<file path="config.mk">
export PLATFORM = sky130hd
export DESIGN_NAME = load_pipe
export DESIGN_NICKNAME = d
export VERILOG_FILES = /design/src/hw/lsq_pkg.sv /design/src/hw/load_pipe.sv
export VERILOG_INCLUDE_DIRS = /design/src /design/src/hw
export SDC_FILE = /design/constraint.sdc
export NUM_CORES = 1
export LEC_CHECK = 0
export BUFFER_PORTS_ARGS = -buffer_cell sky130_fd_sc_hd__buf_4
export CORE_MARGIN = 4
export CORE_UTILIZATION = 35
export CTS_CLUSTER_DIAMETER = 30
export DETAILED_ROUTE_END_ITERATION = 10
export PLACE_DENSITY = 0.77
export SLEW_MARGIN = 25
export SYNTH_ARGS = -nofsm -noshare
export SYNTH_HDL_FRONTEND = slang
export SYNTH_SLANG_ARGS = --single-unit
export TNS_END_PERCENT = 5
</file>
<file path="constraint.sdc">
create_clock -name clock -period 2 [get_ports clock]
set_clock_uncertainty 0.15 [all_clocks]
set_input_delay 0.3 -clock clock [delete_from_list [all_inputs] [get_ports clock]]
set_output_delay 0.3 -clock clock [all_outputs]
set_load 0.01 [all_outputs]
</file>
<file path="src/hw/lsq_params.svh">
// Width, depth and count macros for the store queue slice
`ifndef LSQ_PARAMS_SVH
`define LSQ_PARAMS_SVH

// ====================
// Superscalar widths
// ====================

// Stores dispatched or retired per cycle
`define LSQ_N 2

// Memory units, one load pipe and one execute port each
`define LSQ_NUM_MEM 2

// ====================
// Storage sizes
// ====================

// Store queue depth, kept a power of two so indices wrap for free
`define LSQ_SZ 8
// Data cache size in 32-bit words
`define LSQ_CACHE_WORDS 64
// Byte address and data word widths
`define LSQ_ADDR_W 32
`define LSQ_DATA_W 32

`endif

</file>
<file path="src/hw/lsq_pkg.sv">
// Vector typedefs, packed structs and the load pipe state enum for the store queue slice
`include "lsq_params.svh"

package lsq_pkg;

    // ====================
    // Plain vectors
    // ====================

    // Byte address and data word
    typedef logic [`LSQ_ADDR_W-1:0] addr_t;
    typedef logic [`LSQ_DATA_W-1:0] data_t;
    // Slot index into the circular queue
    typedef logic [$clog2(`LSQ_SZ)-1:0] sq_idx_t;
    // Slot count, 0 up to a full queue
    typedef logic [$clog2(`LSQ_SZ+1)-1:0] sq_count_t;
    // Stores retired in one cycle
    typedef logic [$clog2(`LSQ_N+1)-1:0] retire_count_t;

    // ====================
    // Bundles
    // ====================

    // Dispatch slot, also the stored queue entry
    typedef struct packed {
        logic  valid;
        addr_t address;
        data_t data;
    } sq_entry_t;

    // Execute update from a memory unit
    typedef struct packed {
        logic    valid;
        sq_idx_t sq_idx;
        addr_t   address;
        data_t   data;
    } sq_exec_t;

    // Forwarding query, sq_tail is the queue tail seen at the load's dispatch
    typedef struct packed {
        logic    valid;
        addr_t   address;
        sq_idx_t sq_tail;
    } sq_lookup_t;

    // Forwarding answer
    typedef struct packed {
        logic  hit;
        logic  stall;
        data_t data;
    } sq_fwd_t;

    // Load request from the core
    typedef struct packed {
        logic    valid;
        addr_t   address;
        sq_idx_t sq_tail;
    } load_req_t;

    // Finished load
    typedef struct packed {
        logic  valid;
        logic  forwarded;
        data_t data;
    } load_result_t;

    // Retire write toward the cache
    typedef struct packed {
        logic  valid;
        addr_t address;
        data_t data;
    } cache_write_t;

    // Load pipe FSM
    typedef enum logic [1:0] {
        IDLE,
        LOOKUP,
        READ
    } load_state_t;

endpackage

</file>
<file path="src/hw/load_pipe.sv">
// Per-unit load sequencer FSM with store queue lookup, stall and cache read
`timescale 1ns/100ps
`include "lsq_params.svh"

module load_pipe (
    input  logic                  clock,
    input  logic                  rst_n,
    // Request from the core
    input  lsq_pkg::load_req_t    req,
    output logic                  busy,
    // Store queue query, answered in the same cycle
    output lsq_pkg::sq_lookup_t   lookup,
    input  lsq_pkg::sq_fwd_t      fwd,
    // Cache read, data one edge later
    output lsq_pkg::addr_t        read_addr,
    input  lsq_pkg::data_t        read_data,
    // Finished load
    output lsq_pkg::load_result_t result
);
    import lsq_pkg::*;

    load_state_t state;
    load_state_t state_next;

    // Accepted request
    addr_t   held_addr;
    sq_idx_t held_tail;

    assign busy = (state != IDLE);

    // Query repeats every cycle while in LOOKUP
    assign lookup.valid   = (state == LOOKUP);
    assign lookup.address = held_addr;
    assign lookup.sq_tail = held_tail;

    // Cache sees the held address, sampled on the edge leaving LOOKUP
    assign read_addr = held_addr;

    always_comb begin
        state_next = state;
        case (state)
            IDLE: begin
                if (req.valid) state_next = LOOKUP;
            end
            LOOKUP: begin
                // Stall keeps us here until the store executes or retires
                if (fwd.hit) state_next = IDLE;
                else if (!fwd.stall) state_next = READ;
            end
            READ:    state_next = IDLE;
            default: state_next = IDLE;
        endcase
    end

    always_ff @(posedge clock) begin
        if (!rst_n) begin
            state        <= IDLE;
            result.valid <= 1'b0;
        end else begin
            state        <= state_next;
            result.valid <= (state == LOOKUP && fwd.hit) || (state == READ);
        end
        // Payload
        if (state == IDLE && req.valid) begin
            held_addr <= req.address;
            held_tail <= req.sq_tail;
        end
        if (state == LOOKUP) begin
            result.forwarded <= 1'b1;
            result.data      <= fwd.data;
        end else if (state == READ) begin
            result.forwarded <= 1'b0;
            result.data      <= read_data;
        end
    end

    // Core holds loads back while the pipe is occupied
    a_no_req_busy: assert property (@(posedge clock) disable iff (!rst_n)
        busy |-> !req.valid);

endmodule

</file>
After elaboration in Yosys (flattened, before gate mapping)
Index checks and enable logic that the tools add are counted.
{ "op_classes": {"eq_ne": 4, "mux": 6, "n_reduce_logical": 7} }
{ "op_table": {"columns": ["op", "n"], "rows": [
  ["32-bit 2-to-1 mux", 2],
  ["2-bit 2-to-1 mux", 3],
  ["2-bit one-hot mux with 2 select lines", 1],
  ["2-bit nonzero test", 2],
  ["3-bit by 2-bit inequality test with 1-bit output (second input constant)", 1],
  ["2-bit by 1-bit == test with 1-bit output (second input constant)", 1],
  ["2-bit == test (second input constant)", 1],
  ["1-bit logical AND", 2],
  ["2-bit zero test", 1],
  ["2-bit inequality test (second input constant)", 1],
  ["2-bit AND reduction", 1],
  ["1-bit logical OR", 1]
]} }
{ "totals": {"regBits": 71, "out_inout_bits": 103, "elab_cells": 23} }

Logic depth before layout (Yosys ltp)
{ "logic_depth": {"ltp_word": 3, "mapped_depth": 6} }

Worst setup path before layout
OpenSTA, ideal clock, no wires.
{ "synth_timing": {"path_kind": "register -> register", "from": "reg state[0]", "to": "reg held_tail[0], enable pin", "setup_ns": 0.395, "arrival_time_ns": 1.452, "t_required_ns": 1.455, "path_slack_ns": 0.003, "stages_incl_launch_ff": 4, "path_cell_list": "dfxtp_1 > inv_1 > ha_1 > and2_1"} }
{ "synth_between": {"elab_chain_cells": 2} }
{ "synth_rtl": {"columns": ["item", "line", "rtl"], "rows": [
  ["start, declared", "load_pipe.sv:22", "load_state_t state;"],
  ["start signal, assigned", "load_pipe.sv:60", "state <= state_next;"],
  ["2-bit zero test", "load_pipe.sv:64", "if (state == IDLE && req.valid) begin"],
  ["1-bit logical AND", "load_pipe.sv:64", null],
  ["end signal, assigned", "load_pipe.sv:66", "held_tail <= req.sq_tail;"],
  ["end, declared", "load_pipe.sv:27", "sq_idx_t held_tail;"]
]} }
No other way between the ends.
A chain may end at the register's enable or synchronous reset.

==> flow_metrics.env <==
export IMPL_fin_crit_ns=1.837
export IMPL_rsz0062_at_grt="false"
export IMPL_hold_depth=2
export IMPL_clk_pin_slew_ns=0.08
export IMPL_r2r_slack_ns=0.36
export IMPL_dpl_worst_slack_ns=0.3448
export IMPL_io_pins=207
export IMPL_post_synth_num_cell_types=20
export IMPL_routedWlPerCell_um=15.59
export IMPL_synth_top_area_cell="edfxtp_1"
export IMPL_grt_use_total=0.1443
export IMPL_drive_gt1_frac=0.6788
export IMPL_ctsResizeCount=0
export IMPL_num_vias=2107
export IMPL_r2r_end="result[30]$_DFFE_PP_"
export IMPL_die_h_um=101.2
export IMPL_gp_congestion=0.6830
export IMPL_cts_tree="built"
export IMPL_fin_setup_tns_ns=0
export IMPL_drtIter0Drc=23
export IMPL_cp_arrival_ns=1.39
export IMPL_final_common_cell="buf_4"
export IMPL_worst_pin_slew_ns=0.3066
export IMPL_hold_slack_ns=0.06649
export IMPL_io_buffers=206
export IMPL_routed_wl_um=7656
export IMPL_fillers=663
export IMPL_final_cell_mix="209 x buf_4, 67 x edfxtp_1, 35 x dlygate4sd3_1"
export IMPL_dp_hpwl_um=6004
export IMPL_postCtsSetupBuffers=0
export IMPL_grt_pass1_vias=2281
export IMPL_cp_required_ns=1.55
export IMPL_worstHoldEndpoint="state[1]$_SDFFE_PN0P_"
export IMPL_die_w_um=101.2
export IMPL_hold_path_class="in -> reg"
export IMPL_reg2reg_depth=4
export IMPL_drtPass1Iterations=3
export IMPL_synthTopCellsByArea="edfxtp_1 66%, mux2_4 15%, buf_4 7.9%"
export IMPL_cts_root_buf="clkbuf_8"
export IMPL_hold_start="rst_n"
export IMPL_layout_setup_ws_ns=0.1630
export IMPL_die_area_um2=10250
export IMPL_max_cap_viol_count=0
export IMPL_htreeDepth=3
export IMPL_setup_viol=0
export IMPL_seq_area_frac_synth=0.6878
export IMPL_post_route_period_util=0.9185
export IMPL_viasPerCell=4.291
export IMPL_synth_top_area_frac=0.6615
export IMPL_total_power_mw=4.695
export IMPL_syn_to_final_growth_pct=65.12
export IMPL_ant_nets=0
export IMPL_cts_buffers=9
export IMPL_slowest_stage="dfxtp_1"
export IMPL_start_util=0.3647
export IMPL_finalHoldViolCount=0
export IMPL_grt_pass1_wl_um=11150
export IMPL_crit_path_start_kind="register"
export IMPL_power_density_nw_per_um2=934.8
export IMPL_avgSynthCellArea_um2=19.01
export IMPL_overflow=0
export IMPL_final_util=0.6022
export IMPL_status="finished clean"
export IMPL_crit_fanout=25
export IMPL_nNetsFinal=490
export IMPL_antenna_cells=0
export IMPL_syn_num_nets=269
export IMPL_synth_seq_cells=71
export IMPL_ir_drop_v=0.0004466
export IMPL_max_stage_delay_ns=0.32
export IMPL_ff_latch_area_um2=2092
export IMPL_synthCells=160
export IMPL_core_um2=8341
export IMPL_leakagePower_nw=2.251
export IMPL_timing_rr_start="state[1]$_SDFFE_PN0P_"
export IMPL_finalMaxSlewViolations=0
export IMPL_clk_latency_ns=0.33
export IMPL_cts_sinks=71
export IMPL_multi_input_area_um2=626.9
export IMPL_cts_path_max_buffers=2
export IMPL_ys_warnings_count=0
export IMPL_rows=33
export IMPL_fmax_mhz=544.4
export IMPL_antenna_found_initial=0
export IMPL_syn_cell_area_um2=3042
export IMPL_path_cells="inv_1, ha_2, buf_12, buf_4"
export IMPL_drc=0
export IMPL_slew_headroom=0.7956
export IMPL_critPathKind="reg -> out"
export IMPL_grt_start_max_net_pins=34
export IMPL_endpoint_kind="primary output"
[synthesized netlist by cell type, drive strengths merged]
| library cell | instances |
|---|---|
| edfxtp | 67 |
| buf | 36 |
| mux2 | 32 |
| ha | 5 |
| dfxtp | 4 |
| inv | 4 |
| a21oi | 2 |
| nand2 | 2 |
| nor2b | 2 |
| a21o | 1 |
| and2 | 1 |
| and2b | 1 |
| mux2i | 1 |
| o211a | 1 |
| o21ai | 1 |
[through the flow]
stage	area [µm²]	cells
6_report	5022	491
5_1_grt	5022	491
4_1_cts	5022	491
3_5_place_dp	4474	440
3_3_place_gp	4474	440
2_1_floorplan	3042	160
[metal layers]
metal / share of wire / up-vias / routed length, µm / global-route usage
li1: - / 995 / - / -
met1: 0.33 / 973 / 2490 / 0.1420
met2: 0.55 / 130 / 4244 / 0.2787
met3: 0.11 / 9 / 828 / 0.04270
met4: 0.012 / 0 / 93 / 0.05828
met5: 0 / - / 0 / 0
[state kept, by name, summed over array words and instances (netlist names)]
signal	count
read_addr	32
held_tail	3
result	34
state	2
[worst max-delay path: cells and delay by family (launching register included)]
kind,cells,cell delay [ns]
DFF,1,0.32
buffers and inverters,3,0.50
adders and majority gates,1,0.23
[cell type report]
| class | count | area share |
|---|---|---|
| flip-flops and latches | 71 | 0.4165 |
| repair buffers | 246 | 0.3901 |
| multi-input cells | 49 | 0.1248 |
| well taps | 105 | 0.02616 |
| clock buffers | 10 | 0.02541 |
| clock inverters | 6 | 0.01395 |
| inverters | 4 | 0.002990 |
[power by group]
part	leakage, nW	total, mW	switching (mW)	internal [mW]
Clock	0.0891	1.14	0.555	0.583
Combinational	1.49	1.47	0.628	0.838
Sequential	0.669	2.09	0.103	1.99
Total	2.25	4.69	1.29	3.41
[worst max-delay path by stage]
stage                     depth (start not counted)                     end                  start
after floorplan                                   3  held_tail[0]$_DFFE_PP_  state[0]$_SDFFE_PN0P_
after global placement                            4    result[30]$_DFFE_PP_  state[1]$_SDFFE_PN0P_
after detailed placement                          4    result[30]$_DFFE_PP_  state[1]$_SDFFE_PN0P_
after CTS                                         4              lookup[35]  state[1]$_SDFFE_PN0P_
after global routing                              4              lookup[35]  state[1]$_SDFFE_PN0P_
final                                             4              lookup[35]  state[1]$_SDFFE_PN0P_
[what timing repair did]
item / 4_1_cts / 5_1_grt
hold buffers: 35 / 0
endpoints found under the setup margin: 0 / 0
hold endpoints to repair: 35 / 0
[cell families (layout without fill, tap and decap cells)]
family,count (synthesis),count (layout),synth area share
compound gates,5,5,0.01193
fa+ha+maj,5,5,0.02057
buf+inv,40,266,0.1074
flops,71,71,0.6878
mux,33,33,0.1588
simple gates,6,6,0.01358
No activity file was read; power rests on OpenSTA's default activity.
